===== src/aes_cfg.svh =====
`ifndef AES_CFG_SVH
`define AES_CFG_SVH

// cipher rounds for a 128-bit key
`define AES_ROUNDS 10

// word address width of the bus port
`define AES_WB_ADR_W 4

// register map, word addresses
`define AES_REG_KEY0 0   // key words 0..3
`define AES_REG_DIN0 4   // plaintext words 0..3
`define AES_REG_CTRL 8   // bit 0 = start
`define AES_REG_STAT 9   // bit 0 = busy, bit 1 = done
`define AES_REG_DOUT0 12 // ciphertext words 0..3

`endif


===== src/aes_pkg.sv =====
package aes_pkg;

  // one state or key block, FIPS-197 byte 0 in bits 127:120
  typedef logic [127:0] block_t;

  // one column or bus word
  typedef logic [31:0] word_t;

  // one S-box operand
  typedef logic [7:0] byte_t;

  // round number 0..10
  typedef logic [3:0] rnd_t;

  // core sequencing
  typedef enum logic {
    IDLE,
    RUN
  } core_state_e;

endpackage


===== src/aes_sbox.sv =====
`timescale 1ns/100ps

module aes_sbox
(
  input  aes_pkg::byte_t in_byte,
  output aes_pkg::byte_t out_byte
);

  // GF(2^8) product modulo x^8 + x^4 + x^3 + x + 1
  function automatic aes_pkg::byte_t gf_mul(input aes_pkg::byte_t a, input aes_pkg::byte_t b);
    aes_pkg::byte_t p;
    aes_pkg::byte_t aa;
    p  = '0;
    aa = a;
    for (int i = 0; i < 8; i++)
    begin
      if (b[i])
        p = p ^ aa;
      aa = {aa[6:0], 1'b0} ^ (aa[7] ? 8'h1b : 8'h00); // xtime
    end
    return p;
  endfunction

  aes_pkg::byte_t sq [1:7]; // x^2, x^4 .. x^128
  aes_pkg::byte_t inv;      // x^254, zero stays zero

  always_comb
  begin
    sq[1] = gf_mul(in_byte, in_byte);
    for (int k = 2; k <= 7; k++)
      sq[k] = gf_mul(sq[k-1], sq[k-1]);
  end

  // x^254 = x^2 * x^4 * ... * x^128
  always_comb
  begin
    inv = sq[1];
    for (int k = 2; k <= 7; k++)
      inv = gf_mul(inv, sq[k]);
  end

  // affine transform, b ^ rotl1 ^ rotl2 ^ rotl3 ^ rotl4 ^ 63
  assign out_byte = inv
                  ^ {inv[6:0], inv[7]}
                  ^ {inv[5:0], inv[7:6]}
                  ^ {inv[4:0], inv[7:5]}
                  ^ {inv[3:0], inv[7:4]}
                  ^ 8'h63;

endmodule


===== src/aes_key_expand.sv =====
`timescale 1ns/100ps

module aes_key_expand
(
  input  logic           CLK,
  input  logic           RST,
  input  logic           load,      // take the cipher key
  input  logic           step,      // advance to the next round key
  input  aes_pkg::block_t key,
  input  aes_pkg::rnd_t   rnd,       // round whose key is produced
  output aes_pkg::block_t round_key
);

  aes_pkg::block_t key_q; // current round key
  aes_pkg::word_t  w3_rot; // RotWord of the last word
  aes_pkg::word_t  w3_sub; // after the S-boxes
  aes_pkg::word_t  w3_g;   // g-function result
  aes_pkg::byte_t  rcon;
  aes_pkg::word_t  w0;
  aes_pkg::word_t  w1;
  aes_pkg::word_t  w2;
  aes_pkg::word_t  w3;

  always_ff @(posedge CLK or negedge RST)
  begin
    if (!RST)
      key_q <= '0;
    else if (load)
      key_q <= key;
    else if (step)
      key_q <= round_key;
  end

  assign w3_rot = {key_q[23:16], key_q[15:8], key_q[7:0], key_q[31:24]};

  genvar g;
  for (g = 0; g < 4; g++)
  begin : g_sbox
    aes_sbox u_sbox
    (
      .in_byte  (w3_rot[8*g +: 8]),
      .out_byte (w3_sub[8*g +: 8])
    );
  end

  always_comb
  begin
    case (rnd)
      4'd1:    rcon = 8'h01;
      4'd2:    rcon = 8'h02;
      4'd3:    rcon = 8'h04;
      4'd4:    rcon = 8'h08;
      4'd5:    rcon = 8'h10;
      4'd6:    rcon = 8'h20;
      4'd7:    rcon = 8'h40;
      4'd8:    rcon = 8'h80;
      4'd9:    rcon = 8'h1b;
      4'd10:   rcon = 8'h36;
      default: rcon = 8'h00; // outside the schedule
    endcase
  end

  assign w3_g = {w3_sub[31:24] ^ rcon, w3_sub[23:0]};

  // chained word xor from left to right
  assign w0 = key_q[127:96] ^ w3_g;
  assign w1 = key_q[95:64]  ^ w0;
  assign w2 = key_q[63:32]  ^ w1;
  assign w3 = key_q[31:0]   ^ w2;

  assign round_key = {w0, w1, w2, w3};

endmodule


===== config.mk =====
export PLATFORM = sky130hd
export DESIGN_NAME = aes_key_expand
export DESIGN_NICKNAME = d
export VERILOG_FILES = /design/src/aes_cfg.svh /design/src/aes_pkg.sv /design/src/aes_sbox.sv /design/src/aes_key_expand.sv
export SDC_FILE = /design/constraint.sdc
export NUM_CORES = 2
export LEC_CHECK = 0
export ABC_CLOCK_PERIOD_IN_PS = 17560
export BUFFER_PORTS_ARGS = -buffer_cell sky130_fd_sc_hd__buf_4
export CAP_MARGIN = 25
export CORE_MARGIN = 2
export CORE_UTILIZATION = 45
export CTS_CLUSTER_SIZE = 25
export DETAILED_ROUTE_END_ITERATION = 6
export PLACE_DENSITY = 0.74
export SYNTH_ARGS = -nofsm -noshare
export SYNTH_HDL_FRONTEND = slang
export SYNTH_HIERARCHICAL = 1
export SYNTH_SLANG_ARGS = --single-unit

===== constraint.sdc =====
create_clock -name CLK -period 17.56 [get_ports CLK]
set_clock_uncertainty 0.15 [all_clocks]
set_input_delay 1.756 -clock CLK [delete_from_list [all_inputs] [get_ports CLK]]
set_output_delay 1.756 -clock CLK [all_outputs]
set_load 0.02 [all_outputs]

==> run metrics <==
status=finished with violations; failing checks=design-rule violations; die height=396 um; DP HPWL=168 mm; count of different cell masters after synthesis=approximately 110; TritonCTS Buffers=17; Root Buffer Master=clkbuf_16; vias per cell=5.94; Seq/Total Area, Yosys=0.0463; layout cells sized above 1=0.264; worst path required time=between 15000 and 20000 ps; fin crit period=approximately 17000 ps; Worst-Margin Slew=roughly 1100 ps; IO Pins=between 200 and 300; DR iter-0 viols=6836; period utilization=0.986; RSZ-0062 raised after global routing=true; antenna violations before repair=8; Worst-Skew Late Latency=about 540 ps; Post-synth EDFFs=0; drt total wl=roughly 230 mm; routability cong.=0.972; clock sink count=128; Max Clk Rate=0.0578 GHz; vias in the first global route=63000; Syn Inst Count=8643; DR WL/cell=20.5 um; CP Max Fanout=15; Final Hold Viols=0; row count=143; CTS tree=built; Finished Layout Cells=11400; Most common cell on crit path=buf_4; IO buf count=~260; GRT overflow=0; Post-Syn Area=69200 um^2; dpl cells=11000; Most used DFF post-synth=dfrtp_1; max cap viols=0; Via Count=67500; Mapped Avg Cell Area=8.01 um^2; first-pass GRT wire length=353 mm; Setup crit start kind=flip-flop; Die Wd=396 um; register name with the most flops=key_q; hold path depth=2; CP max stage delay=640 ps; setup violators final=0; post-route DRC violation count=1; Antenna Violating Nets Remaining=0; CTS clk-pin slew, worst paths=70 ps; CP arrival=15400 ps; pin count of the biggest net entering global routing=102; Final nets=9490; core box area=152000 um^2; Hold Path Class=reg -> reg; Total GRT Usage=0.274; DR pass1 iterations=7; Crit. End Element=output port; max reg flops=128; worst reg2reg path depth=between 50 and 60; Area Overhead vs Synth=22.1%; Fill cells=between 10000 and 15000; slew margin rel.=0.240; hold buffers post-CTS=0; synthesis warning total=6; die area=about 160000 um^2; Multi-input gate area=around 68000 um^2; initial cell density of the core=0.455; Top Registers=key_q: 128 flops; Register Area=about 3200 um^2; CP Class=reg -> out; H-tree depth=4; syn nets=~8800; fin. max-slew vios=0; register bit total from synthesis=128; Crit-path slowest cell=o31ai_1; ys async rst share=1.00; clock tree buffer depth=2
cell type report:
type / count / area share
tap: 2030 / 0.0300
sequential: 128 / 0.0381
multi-input combinational: 7844 / 0.806
inverter: 92 / 0.00408
clock inverter: 13 / 0.00126
antenna: 1 / 0.0000296
timing repair buffer: 1239 / 0.115
clock buffer: 18 / 0.00519
through the flow:
stage	cell area (um^2)	worst slack, ps	setup TNS [ps]	hold slack, ps	util
2_1_floorplan	69300	2.36	0	401	-
3_3_place_gp	76100	-601	-3870	424	0.500
3_5_place_dp	76100	-804	-17850	435	0.500
4_1_cts	78600	0.323	0	456	0.516
5_1_grt	84500	-232	-4720	474	0.555
6_report	84500	253	0	453	0.555
final timing paths:
kind / start / to / slack [ps]
max reg2reg: key_q[7] / key_q[47] / 2210
min in group asynchronous: RST / key_q[82] / 1140
max: key_q[23] / round_key[91] / 250
min reg2reg: key_q[64] / key_q[64] / 450
max in group asynchronous: RST / key_q[5] / 14580
min: key_q[64] / key_q[64] / 450
repair_timing:
item,in CTS,in global routing
gates resized for setup,229,554
endpoints found under the setup margin,115,124
pin swaps,48,259
gates cloned,0,4
setup buffers,59,294
Yosys cell counts, types with 49 or more instances:
master | n | share of area
a211oi_1 | 60 | 0.0065
a21oi_1 | 307 | 0.022
a22oi_1 | 74 | 0.0080
a31oi_1 | 69 | 0.0062
and2_1 | 55 | 0.0050
buf_1 | 58 | 0.0031
buf_2 | 123 | 0.0089
buf_4 | 49 | 0.0053
clkbuf_1 | 311 | 0.017
dfrtp_1 | 128 | 0.046
inv_1 | 56 | 0.0030
mux2i_1 | 240 | 0.035
nand2_1 | 1024 | 0.056
nand2b_1 | 96 | 0.0087
nand3_1 | 188 | 0.014
nand4_1 | 56 | 0.0051
nor2_1 | 1087 | 0.059
nor2b_1 | 84 | 0.0076
nor3_1 | 216 | 0.016
o21ai_0 | 340 | 0.025
o21ai_1 | 82 | 0.0059
o22ai_1 | 108 | 0.0098
or3_1 | 52 | 0.0047
xnor2_1 | 1423 | 0.18
xnor2_2 | 176 | 0.041
xnor3_1 | 361 | 0.12
xor2_1 | 529 | 0.067
xor2_2 | 65 | 0.015
xor3_1 | 67 | 0.023
placed cells by master, fill, tap and decap left out, drive strengths merged, types with 32 or more instances in the layout:
cell,synthesis,layout
xnor2,1643,1643
buf,271,1236
nor2,1111,1111
nand2,1028,1028
xor2,611,611
o21ai,426,426
xnor3,406,406
a21oi,315,315
mux2i,248,248
nor3,228,228
nand3,188,188
dfrtp,128,128
o22ai,112,112
nand2b,96,96
nor2b,88,89
inv,84,89
xor3,85,87
a22oi,82,82
a31oi,73,73
and2,64,64
a211oi,60,60
nand4,56,56
nor4,56,56
or3,52,52
mux2,52,52
o211ai,48,48
o31ai,48,48
o21a,40,40
a32oi,40,40
and3,32,32
ha,32,32
worst max-delay path: cells and delay by family (launching register included):
| kind | cells | cell delay (ps) |
|---|---|---|
| XOR/XNOR | 16 | 5160 |
| AO/OA/AOI/OAI | 16 | 4720 |
| AND/OR/NAND/NOR | 10 | 2130 |
| buffers and inverters | 11 | 1810 |
| flip-flops | 1 | 470 |
| adder cells (fa/ha/maj) | 1 | 430 |
| multiplexers | 1 | 120 |
per-layer routing:
layer / up-vias / wire (um) / track usage / share of wire
met2: 3297 / 109000 / 0.445 / 0.47
met3: 539 / 21300 / 0.0437 / 0.091
met5: - / 68 / 0 / 0.00029
met4: 10 / 6560 / 0.0732 / 0.028
li1: 31200 / - / - / -
met1: 32500 / 96200 / 0.375 / 0.41
cells by family (layout without fill, tap and decap cells):
logic type / after synthesis / in the layout / synth area share
AO/OA/AOI/OAI: 1625 / 1625 / 0.160
XOR/XNOR: 2745 / 2747 / 0.490
adder cells (fa/ha/maj): 36 / 36 / 0.00636
buffers and inverters: 674 / 1362 / 0.0459
flip-flops: 128 / 128 / 0.0463
multiplexers: 300 / 300 / 0.0458
other: 0 / 1 / 0
AND/OR/NAND/NOR: 3135 / 3136 / 0.205
Power is left out: the tool's default activity adds up to more than one toggle a clock period on the data nets, which glitch-free logic cannot reach.
