<file path="config.mk">
export PLATFORM = sky130hd
export DESIGN_NAME = aes_wb_slave
export DESIGN_NICKNAME = d
export VERILOG_FILES = /design/src/aes_pkg.sv /design/src/aes_wb_slave.sv
export VERILOG_INCLUDE_DIRS = /design/src
export SDC_FILE = /design/constraint.sdc
export NUM_CORES = 1
export LEC_CHECK = 0
export ABC_AREA = 1
export BUFFER_PORTS_ARGS = -buffer_cell sky130_fd_sc_hd__buf_2
export CELL_PAD_IN_SITES_DETAIL_PLACEMENT = 1
export CELL_PAD_IN_SITES_GLOBAL_PLACEMENT = 2
export CORE_MARGIN = 2
export CORE_UTILIZATION = 28
export CTS_BUF_LIST = sky130_fd_sc_hd__clkbuf_8 sky130_fd_sc_hd__clkbuf_16
export CTS_CLUSTER_DIAMETER = 30
export DETAILED_ROUTE_END_ITERATION = 8
export PLACE_DENSITY_LB_ADDON = 0.25
export SETUP_SLACK_MARGIN = 0.2
export SLEW_MARGIN = 5
export SYNTH_ARGS = -nofsm -noshare
export SYNTH_HDL_FRONTEND = slang
export SYNTH_SLANG_ARGS = --single-unit
export TNS_END_PERCENT = 20
</file>
<file path="constraint.sdc">
create_clock -name CLK -period 3.5 [get_ports CLK]
set_input_delay 0.35 -clock CLK [delete_from_list [all_inputs] [get_ports CLK]]
set_output_delay 0.35 -clock CLK [all_outputs]
set_load 0.01 [all_outputs]
</file>
<file path="src/aes_cfg.svh">
`ifndef AES_CFG_SVH
`define AES_CFG_SVH

// cipher rounds for a 128-bit key
`define AES_ROUNDS 10

// word address width of the bus port
`define AES_WB_ADR_W 4

// register map, word addresses
`define AES_REG_KEY0 0   // key words 0..3
`define AES_REG_DIN0 4   // plaintext words 0..3
`define AES_REG_CTRL 8   // bit 0 = start
`define AES_REG_STAT 9   // bit 0 = busy, bit 1 = done
`define AES_REG_DOUT0 12 // ciphertext words 0..3

`endif

</file>
<file path="src/aes_pkg.sv">
package aes_pkg;

  // one state or key block, FIPS-197 byte 0 in bits 127:120
  typedef logic [127:0] block_t;

  // one column or bus word
  typedef logic [31:0] word_t;

  // one S-box operand
  typedef logic [7:0] byte_t;

  // round number 0..10
  typedef logic [3:0] rnd_t;

  // core sequencing
  typedef enum logic {
    IDLE,
    RUN
  } core_state_e;

endpackage

</file>
<file path="src/aes_wb_slave.sv">
`timescale 1ns/100ps

`include "aes_cfg.svh"

module aes_wb_slave
(
  input  logic                     CLK,
  input  logic                     RST,
  input  logic                     wb_cyc,
  input  logic                     wb_stb,
  input  logic                     wb_we,
  input  logic [`AES_WB_ADR_W-1:0] wb_adr,
  input  aes_pkg::word_t           wb_dat_w,
  output aes_pkg::word_t           wb_dat_r,
  output logic                     wb_ack,
  output logic                     start,
  output aes_pkg::block_t          key,
  output aes_pkg::block_t          din,
  input  logic                     busy,
  input  logic                     done,
  input  aes_pkg::block_t          dout
);

  localparam logic [`AES_WB_ADR_W-1:0] ADR_KEY0 = `AES_REG_KEY0;
  localparam logic [`AES_WB_ADR_W-1:0] ADR_DIN0 = `AES_REG_DIN0;
  localparam logic [`AES_WB_ADR_W-1:0] ADR_CTRL = `AES_REG_CTRL;
  localparam logic [`AES_WB_ADR_W-1:0] ADR_STAT = `AES_REG_STAT;
  localparam logic [`AES_WB_ADR_W-1:0] ADR_DOUT0 = `AES_REG_DOUT0;
  localparam logic [`AES_WB_ADR_W-1:0] BLK_MASK = ~`AES_WB_ADR_W'(3); // four-word groups

  logic       acc;     // new request not yet acked
  logic       sel_key;
  logic       sel_din;
  logic       sel_dout;
  logic [1:0] idx;     // word within a block

  // word i of a block is bits 127-32i down to 96-32i
  function automatic aes_pkg::word_t pick(input aes_pkg::block_t b, input logic [1:0] i);
    return b[(3 - i)*32 +: 32];
  endfunction

  assign acc      = wb_cyc && wb_stb && !wb_ack;
  assign idx      = wb_adr[1:0];
  assign sel_key  = (wb_adr & BLK_MASK) == ADR_KEY0;
  assign sel_din  = (wb_adr & BLK_MASK) == ADR_DIN0;
  assign sel_dout = (wb_adr & BLK_MASK) == ADR_DOUT0;

  // single-cycle ack and a start pulse only when the core is idle
  always_ff @(posedge CLK or negedge RST)
  begin
    if (!RST)
    begin
      wb_ack <= 1'b0;
      start  <= 1'b0;
    end
    else
    begin
      wb_ack <= acc;
      start  <= acc && wb_we && (wb_adr == ADR_CTRL) && wb_dat_w[0] && !busy;
    end
  end

  // key and plaintext words visible on the ack cycle
  always_ff @(posedge CLK)
  begin
    for (int i = 0; i < 4; i++)
    begin
      if (acc && wb_we && sel_key && (idx == i))
        key[127-32*i -: 32] <= wb_dat_w;
      if (acc && wb_we && sel_din && (idx == i))
        din[127-32*i -: 32] <= wb_dat_w;
    end
  end

  always_comb
  begin
    if (sel_key)
      wb_dat_r = pick(key, idx);
    else if (sel_din)
      wb_dat_r = pick(din, idx);
    else if (sel_dout)
      wb_dat_r = pick(dout, idx);
    else if (wb_adr == ADR_STAT)
      wb_dat_r = {30'd0, done, busy};
    else
      wb_dat_r = '0; // CTRL and unmapped
  end

endmodule

</file>
==> results.sh, run 1 <==
export IMPL_synth_most_common_cell="nand2_1"
export IMPL_worstSkewPairLatency_ns=0.56
export IMPL_grt_overflow=0
export IMPL_setup_slack_ns=0.899
export IMPL_syn_area_um2=11400
export IMPL_maxCapViolations=0
export IMPL_core_region_area_um2=40000
export IMPL_synth_net_count=1306
export IMPL_ios=461
export IMPL_cts_root_buf="clkbuf_16"
export IMPL_die_w_um=206
export IMPL_min_delay_start="wb_stb"
export IMPL_grt_pass1_vias=11200
export IMPL_r2r_end="key[6]"
export IMPL_worstRegToRegCells=4
export IMPL_vias=10600
export IMPL_fin_area_um2=16800
export IMPL_cp_max_fo=32
export IMPL_p_leak_uw=0.00751
export IMPL_ys_seq_area_share_pct=67.8
export IMPL_grt_pass1_wl_um=73200
export IMPL_start_util_pct=28.5
export IMPL_drive_gt1_share_pct=36.2
export IMPL_reg2reg_slack_ns=0.90
export IMPL_required_ns=3.68
export IMPL_io_buffers=460
export IMPL_status="finished, final reports clean"
export IMPL_grt_max_degree=66
export IMPL_dp_hpwl_um=35000
export IMPL_rsz0062_at_grt="no"
export IMPL_gp_congestion=0.814
export IMPL_row_count=73
export IMPL_drc_errors=0
export IMPL_period_minus_slack_ns=2.60
export IMPL_clock_fmax_mhz=384
export IMPL_wirelength_um=51600
export IMPL_ys_types=20
export IMPL_holdWs_ns=0.0293
export IMPL_syn_area_per_cell_um2=10.1
export IMPL_clkSinkCount=258
export IMPL_hold_buffers=2
export IMPL_relSlewSlack_pct=43.5
export IMPL_placed_area_um2=14400
export IMPL_via_per_inst=4.79
export IMPL_firstDrtPassIters=4
export IMPL_cp_end_kind="flop"
export IMPL_multi_input_area_um2=3360
export IMPL_register_area_um2=7740
export IMPL_final_hold_violation_count=0
export IMPL_cts_tree="built"
export IMPL_p_total_uw=10700
export IMPL_ant_nets=0
export IMPL_yosysWarnings=0
export IMPL_ctsHtreeMaxLevel=3
export IMPL_syn_to_final_growth_pct=47.6
export IMPL_synth_edff_count=256
export IMPL_synth_largest_area_cell="edfxtp_1"
export IMPL_slew_viol_final=0
export IMPL_powerDensity_nw_per_um2=634
export IMPL_arrival_ns=2.78
export IMPL_holdPathEnd="wb_ack"
export IMPL_dr_first_iter_drc_count=582
export IMPL_final_setup_skew_ns=0.0141
export IMPL_nNetsFinal=1806
export IMPL_synth_area_leaders="edfxtp_1, nand2_1, nand3_1"
export IMPL_worstMarginPinSlew_ns=0.848
export IMPL_cts_buffers=71
export IMPL_fin_crit_sh_pct=74.3
export IMPL_cts_resized=0
export IMPL_grt_usage_pct=24.1
export IMPL_dieArea_um2=42400
export IMPL_ir_drop_uv=327
export IMPL_cp_start_kind="flop"
export IMPL_fp_dieH_um=206
export IMPL_synth_seq_cells=258
export IMPL_yosys_area_top_type_share_pct=67.4
export IMPL_min_path_cells=3
export IMPL_reg2reg_from="wb_ack"
export IMPL_path_class="flop to flop"
export IMPL_dp_slack_ns=0.824
export IMPL_cts_buffer_depth=3
export IMPL_finalSetupViolCount=0
export IMPL_synth_async_reset_ratio_pct=0.775
export IMPL_post_cts_buffers=0
export IMPL_nFillCells=4614
export IMPL_synth_flop_cell="edfxtp_1"
export IMPL_antenna_found_initial=2
export IMPL_syn_inst=1135
export IMPL_post_drt_wl_per_cell_um=23.3
export IMPL_hp_class="primary input to flop"
export IMPL_synth_common_cells="nand2_1, edfxtp_1, nand3_1"
export IMPL_setup_tns_ns=0
export IMPL_path_clk_slew_ns=0.04
[per-stage QoR]
step	cells	utilization, %
3_5_place_dp	2085	35.9
6_report	2216	42.1
3_3_place_gp	2085	35.9
2_1_floorplan	1135	-
5_1_grt	2215	42.1
4_1_cts	2215	42.1
[kinds of logic (layout without fill, tap and decap cells)]
family	Yosys count	after routing	synth area share, %
AOI/OAI and AO/OA	62	62	2.72
buffers and inverters	72	627	3.37
DFF	258	258	67.8
other	0	1	0
and+or+nand+nor	743	743	26.1
[per-layer routing]
metal	GRT usage [%]	share of wire [%]	wire length (um)
met1	29.5	41	21000
met2	40.6	48	24900
met3	6.62	8.5	4370
met4	8.60	2.4	1260
met5	0	0.025	13
[worst max path at each step]
stage              endpoint  depth (start not counted)  startpoint
3_3_place_gp        key[10]                          6      wb_cyc
4_1_cts        wb_dat_r[28]                         10   wb_adr[0]
2_1_floorplan       din[64]                          6   wb_adr[0]
6_report             key[6]                          4      wb_ack
3_5_place_dp        key[15]                          5   wb_adr[0]
5_1_grt        wb_dat_r[28]                         10   wb_adr[0]
[where the power goes]
part           internal [uW]  switching [uW]
Clock                   4730            1900
Combinational            210             414
Sequential              3420            6.08
[sequential cells by signal, summed over array words and instances, names as in the netlist]
| register | cells |
|---|---|
| din | 128 |
| key | 128 |
| start | 1 |
| wb_ack | 1 |
[worst max-delay path: stages, from the launching register on]
cell and delay [ns]:
dfrtp_1 0.38, nor3b_1 0.66, nand2_1 0.44, nor2_4 0.16, buf_4 0.57
[layout make-up]
| type | instances | area share, % |
|---|---|---|
| Clock buffer | 74 | 11.0 |
| Multi-Input combinational cell | 805 | 20.0 |
| Sequential cell | 258 | 45.9 |
| Clock inverter | 54 | 3.57 |
| Antenna cell | 1 | 0.0149 |
| Inverter | 8 | 0.193 |
| Tap cell | 525 | 3.90 |
| Timing Repair Buffer | 491 | 15.4 |
[cell usage in the layout, fill, tap and decap left out, types with 10 or more instances in the layout]
master / n
buf_4: 27
edfxtp_1: 256
nand2_1: 595
clkbuf_16: 74
nor2_4: 12
a21oi_1: 32
o21ai_0: 28
clkinv_2: 14
nand3_1: 127
bufinv_16: 13
clkinv_1: 10
buf_2: 458
inv_1: 15
(Power assumes the default switching activity.)
==> run 2, diff against run 1 <==
Clock period 3.5 ns to 2.7 ns, I/O delays scaled along.
==> results.sh, run 2 (synthesis gave the netlist of run 1 again) <==
export IMPL_status="finished, final reports clean"
export IMPL_cpPeakStageDelay_ns=0.56
export IMPL_ctsHtreeMaxLevel=3
export IMPL_startpoint="wb_adr[0]"
export IMPL_register_area_um2=7740
export IMPL_maxCapViolations=0
export IMPL_io_buffers=460
export IMPL_crit_top_cell="buf_4"
export IMPL_drive_gt1_share_pct=35.7
export IMPL_dp_hpwl_um=34900
export IMPL_powerDensity_nw_per_um2=774
export IMPL_final_hold_violation_count=0
export IMPL_reg2reg_slack_ns=0.75
export IMPL_crit_buf_inv=4
export IMPL_nNetsFinal=1843
export IMPL_grt_most_used_layer="met2"
export IMPL_worstMarginPinSlew_ns=0.739
export IMPL_vias=10700
export IMPL_post_drt_wl_per_cell_um=23.2
export IMPL_cts_root_buf="clkbuf_16"
export IMPL_path_delay_family="buffers and inverters"
export IMPL_relSlewSlack_pct=50.7
export IMPL_grt_overflow=0
export IMPL_use_met1_pct=29.6
export IMPL_post_cts_buffers=0
export IMPL_multi_input_area_um2=3360
export IMPL_ant_nets=0
export IMPL_dp_slack_ns=0.481
export IMPL_row_count=73
export IMPL_cts_tree="built"
export IMPL_required_ns=2.43
export IMPL_antenna_found_initial=6
export IMPL_grt_pass1_vias=11100
export IMPL_grt_usage_pct=24.2
export IMPL_firstDrtPassIters=5
export IMPL_largestRegisters="din x128, key x128"
export IMPL_fp_dieH_um=206
export IMPL_grt_max_degree=117
export IMPL_rsz0062_at_grt="no"
export IMPL_grtUsageMet3_pct=7.21
export IMPL_ir_drop_uv=457
export IMPL_die_w_um=206
export IMPL_syn_to_final_growth_pct=49.5
export IMPL_reg2reg_from="wb_ack"
export IMPL_start_util_pct=28.5
export IMPL_worstSkewPairLatency_ns=0.57
export IMPL_ios=461
export IMPL_finalSetupViolCount=0
export IMPL_cts_resized=0
export IMPL_p_leak_uw=0.00756
export IMPL_drc_errors=0
export IMPL_slew_viol_final=0
export IMPL_hp_class="primary input to flop"
export IMPL_setup_tns_ns=0
export IMPL_cp_start_kind="primary input"
export IMPL_final_setup_skew_ns=0.0263
export IMPL_cp_end_kind="output pin"
export IMPL_min_delay_start="wb_dat_w[0]"
export IMPL_path_class="primary input to output pin"
export IMPL_grt_pass1_wl_um=73800
export IMPL_clkSinkCount=258
export IMPL_use_met2_pct=41.1
export IMPL_gp_congestion=0.840
export IMPL_core_region_area_um2=40000
export IMPL_cp_slowest_cell="buf_4"
export IMPL_dr_first_iter_drc_count=561
export IMPL_cp_cell_sequence="buf_4 > inv_4 > buf_4 > nand2_1 > a21oi_1 > o21ai_0 > nand3_1 > buf_2"
export IMPL_cp_max_fo=51
export IMPL_arrival_ns=1.95
export IMPL_setup_slack_ns=0.480
export IMPL_layout_commonest_cell="nand2_1"
export IMPL_cts_buffer_depth=3
export IMPL_cts_buffers=66
export IMPL_nFillCells=4611
export IMPL_via_per_inst=4.78
export IMPL_wirelength_um=52000
export IMPL_period_minus_slack_ns=2.22
export IMPL_path_clk_slew_ns=0.06
export IMPL_hold_buffers=34
export IMPL_fin_crit_sh_pct=82.2
export IMPL_final_cell_mix="nand2_1, buf_2, edfxtp_1, nand3_1, clkbuf_16"
export IMPL_dieArea_um2=42400
export IMPL_clock_fmax_mhz=450
==> run 2: per-layer routing <==
metal  wire (um)  share of wire, %  vias up
met3        4090               7.9       75
met2       25300                49      410
met1       21500                41     5292
met5          39             0.075        -
li1            -                 -     4924
met4        1050               2.0        8
==> run 2: final cells by class <==
cell class,count,share of cell area (%)
flip-flops and latches,258,45.4
diodes,2,0.0293
multi-input cells,805,19.7
well taps,525,3.85
inverters,8,0.191
clock inverters,44,3.15
clock buffers,67,9.83
repair buffers,533,17.9
==> run 2: through the flow <==
stage | area, um2 | hold slack (ns) | util, % | cells | power (uW)
after floorplan | 11400 | -0.0256 | - | 1135 | 4910
after global placement | 14500 | 0.0714 | 36.2 | 2095 | 5320
after CTS | 17100 | 0.000411 | 42.6 | 2240 | 13400
final | 17100 | 0.0324 | 42.6 | 2242 | 13200
after detailed placement | 14500 | 0.0713 | 36.2 | 2095 | 5330
after global routing | 17100 | 0.00818 | 42.6 | 2242 | 13700
==> run 2: path summary, 6_finish.rpt <==
path | cells past startpoint | endpoint
worst max-delay path | 8 | wb_dat_r[7]
worst min-delay path | 1 | key[32]
worst max register to register | 5 | key[105]
worst min register to register | 1 | wb_ack
max in group asynchronous | 3 | wb_ack
min in group asynchronous | 2 | start
==> run 2: worst register-to-register path, delay by kind of cell, from the launching register on <==
kind / cells / cell delay (ns)
simple gates: 3 / 0.66
buf+inv: 2 / 0.53
flops: 1 / 0.39
==> run 2: power breakdown <==
group / internal (uW) / switching, uW
registers: 4430 / 7.51
logic: 309 / 546
clock network: 5450 / 2470
==> run 3, diff against run 2 <==
Settings changed: ABC_AREA 1 to 0, CORE_UTILIZATION 28 to 30.
Clock period 2.7 ns to 1.93 ns, I/O delays scaled along.
==> results.sh, run 3 <==
export IMPL_reg2reg_from="wb_ack"
export IMPL_p_sw_uw=3970
export IMPL_placed_area_um2=14300
export IMPL_final_hold_violation_count=0
export IMPL_cts_tree="built"
export IMPL_worstMarginPinSlew_ns=0.528
export IMPL_nNetsFinal=1366
export IMPL_p_comb_share_pct=7.1
export IMPL_clock_fmax_mhz=459
export IMPL_required_ns=1.74
export IMPL_yosys_area_share_simple_pct=2.91
export IMPL_synth_async_reset_ratio_pct=0.775
export IMPL_ir_drop_uv=587
export IMPL_cts_buffer_depth=3
export IMPL_cp_end_kind="output pin"
export IMPL_cts_root_buf="clkbuf_16"
export IMPL_cp_start_kind="flop"
export IMPL_wirelength_um=45600
export IMPL_gp_congestion=0.803
export IMPL_layout_commonest_cell="buf_2"
export IMPL_syn_area_um2=10800
export IMPL_synth_mux_area_share_pct=20.2
export IMPL_ant_nets=0
export IMPL_worstRegToRegCells=6
export IMPL_grt_usage_pct=23.5
export IMPL_synth_area_leaders="edfxtp_1, mux4_2, a221o_1"
export IMPL_ys_types=31
export IMPL_final_cell_mix="buf_2, edfxtp_1, buf_4, mux4_2, clkbuf_16"
export IMPL_rsz0062_at_grt="yes"
export IMPL_via_per_inst=5.05
export IMPL_ctsHtreeMaxLevel=2
export IMPL_dieArea_um2=37700
export IMPL_clkPwrFrac_pct=56.9
export IMPL_cts_buffers=55
export IMPL_dp_hpwl_um=30900
export IMPL_cp_cell_sequence="mux4_2 > a221o_1 > buf_2"
export IMPL_die_w_um=194
export IMPL_post_drt_wl_per_cell_um=26.8
export IMPL_status="finished with violations"
export IMPL_path_clk_slew_ns=0.05
export IMPL_cpPeakStageDelay_ns=0.48
export IMPL_relSlewSlack_pct=64.7
export IMPL_syn_to_final_growth_pct=65.3
export IMPL_grt_overflow=0
export IMPL_yosysWarnings=0
export IMPL_maxCapViolations=0
export IMPL_yosys_area_share_adder_pct=0
export IMPL_synth_most_common_cell="edfxtp_1"
export IMPL_synth_common_cells="edfxtp_1, mux4_2, a221o_1, and3_1, clkbuf_1"
export IMPL_core_region_area_um2=35600
export IMPL_yosys_area_top_type_share_pct=70.9
export IMPL_firstDrtPassIters=4
export IMPL_antenna_cells=0
export IMPL_grt_pass1_vias=9502
export IMPL_worstSkewPairLatency_ns=0.58
export IMPL_p_seq_share_pct=36.0
export IMPL_min_delay_start="wb_cyc"
export IMPL_antenna_found_initial=5
export IMPL_utilization_pct=50.4
export IMPL_syn_inst=488
export IMPL_ios=461
export IMPL_drive_gt1_share_pct=69.0
export IMPL_clkSinkCount=258
export IMPL_arrival_ns=1.99
export IMPL_final_setup_skew_ns=0.0226
export IMPL_synth_seq_cells=258
export IMPL_syn_area_per_cell_um2=22.2
export IMPL_synth_top_family_by_area="multiplexers"
export IMPL_synth_flop_cell="edfxtp_1"
export IMPL_row_count=69
export IMPL_r2r_end="key[62]"
export IMPL_grt_pass1_wl_um=65100
export IMPL_setup_slack_ns=-0.249
export IMPL_synth_compound_area_share_pct=3.30
export IMPL_failed_checks="setup timing"
export IMPL_finalSetupViolCount=90
export IMPL_period_minus_slack_ns=2.18
export IMPL_path_class="flop to output pin"
export IMPL_synth_net_count=659
export IMPL_grt_max_degree=32
export IMPL_largestRegisters="din x128, key x128"
export IMPL_fin_area_um2=17900
export IMPL_vias=8587
export IMPL_reg2reg_slack_ns=-0.04
export IMPL_p_leak_uw=0.00734
export IMPL_p_int_uw=13200
export IMPL_powerDensity_nw_per_um2=959
export IMPL_fp_dieH_um=194
export IMPL_drc_errors=0
export IMPL_netSwitchingFraction_pct=23.1
export IMPL_synth_largest_area_cell="edfxtp_1"
export IMPL_synth_edff_count=256
export IMPL_crit_path_end="wb_dat_r[9]"
export IMPL_slew_viol_final=0
export IMPL_start_util_pct=30.5
export IMPL_startpoint="key[41]"
export IMPL_synth_xor_area_share_pct=0
export IMPL_dr_first_iter_drc_count=338
export IMPL_fin_crit_sh_pct=113
export IMPL_hp_class="primary input to flop"
export IMPL_ys_seq_area_share_pct=71.3
export IMPL_io_buffers=460
export IMPL_cp_max_fo=2
export IMPL_cp_slowest_cell="mux4_2"
-- run 3: cell count changes after synthesis, moves of 27 or more --
cell and delta:
a21oi_1 -30, a221o_1 +30, mux4_2 +88, nand2_1 -591, nand3_1 -126, and3_1 +30
o21ai_0 -27
-- run 3: worst min path at each step --
stage,endpoint,cells past startpoint
after floorplan,start,0
after global placement,start,1
after detailed placement,start,1
after CTS,start,3
after global routing,start,3
final,start,3
-- run 3: through the flow --
stage	hold WS, ns	worst slack [ns]	std cells	power, uW	setup TNS, ns
final	0.0436	-0.249	1702	17200	-6.69
after global routing	0.0416	-0.327	1702	17700	-11.22
after CTS	0.0148	-0.278	1666	17300	-6.50
after detailed placement	-0.0120	-0.120	1432	7410	-2.21
after global placement	-0.0122	-0.103	1432	7390	-1.57
after floorplan	-0.103	-0.341	488	6860	-46.47
-- run 3: what timing repair did --
action                     in CTS  in global routing
hold buffers                   38                  0
setup endpoints to repair     286                288
cloned                          6                  2
pin swaps                      33                  5
hold endpoints to repair      260                  0
gates resized for setup        37                  6
buffers inserted               87                 34
-- run 3: area by class of cell --
| class | count | area, um2 |
|---|---|---|
| fillers | 3532 | 17600 |
| clock inverters | 48 | 571 |
| clock buffers | 55 | 1380 |
| inverters | 1 | 3.75 |
| repair buffers | 688 | 4710 |
| flip-flops and latches | 258 | 7740 |
| well taps | 461 | 577 |
| multi-input cells | 191 | 2960 |
-- run 3: kinds of logic (layout without fill, tap and decap cells) --
logic type	count (synthesis)	after routing
AND/OR/NAND/NOR	54	54
buffers and inverters	39	792
multiplexers	99	99
AO/OA/AOI/OAI	38	38
flip-flops	258	258
-- run 3: power groups by stage --
| stage | clock [uW] | sequential (uW) | combinational, uW |
|---|---|---|---|
| 6_report | 9790 | 6200 | 1220 |
| 5_1_grt | 10200 | 6200 | 1300 |
| 4_1_cts | 9920 | 6200 | 1220 |
| 3_5_place_dp | 0 | 6310 | 1110 |
| 3_3_place_gp | 0 | 6310 | 1090 |
| 2_1_floorplan | 0 | 6320 | 546 |
-- run 3: metal layers --
metal | routed length, um | track usage [%]
met2 | 23400 | 41.3
met5 | 68 | 0
met3 | 3960 | 7.62
met1 | 17200 | 27.4
met4 | 1000 | 6.85
-- run 3: critical path: cells and delay by family (launching register included) --
kind | cells | cell delay (ns)
buffers and inverters | 1 | 0.16
AO/OA/AOI/OAI | 1 | 0.36
multiplexers | 1 | 0.48
flip-flops | 1 | 0.42
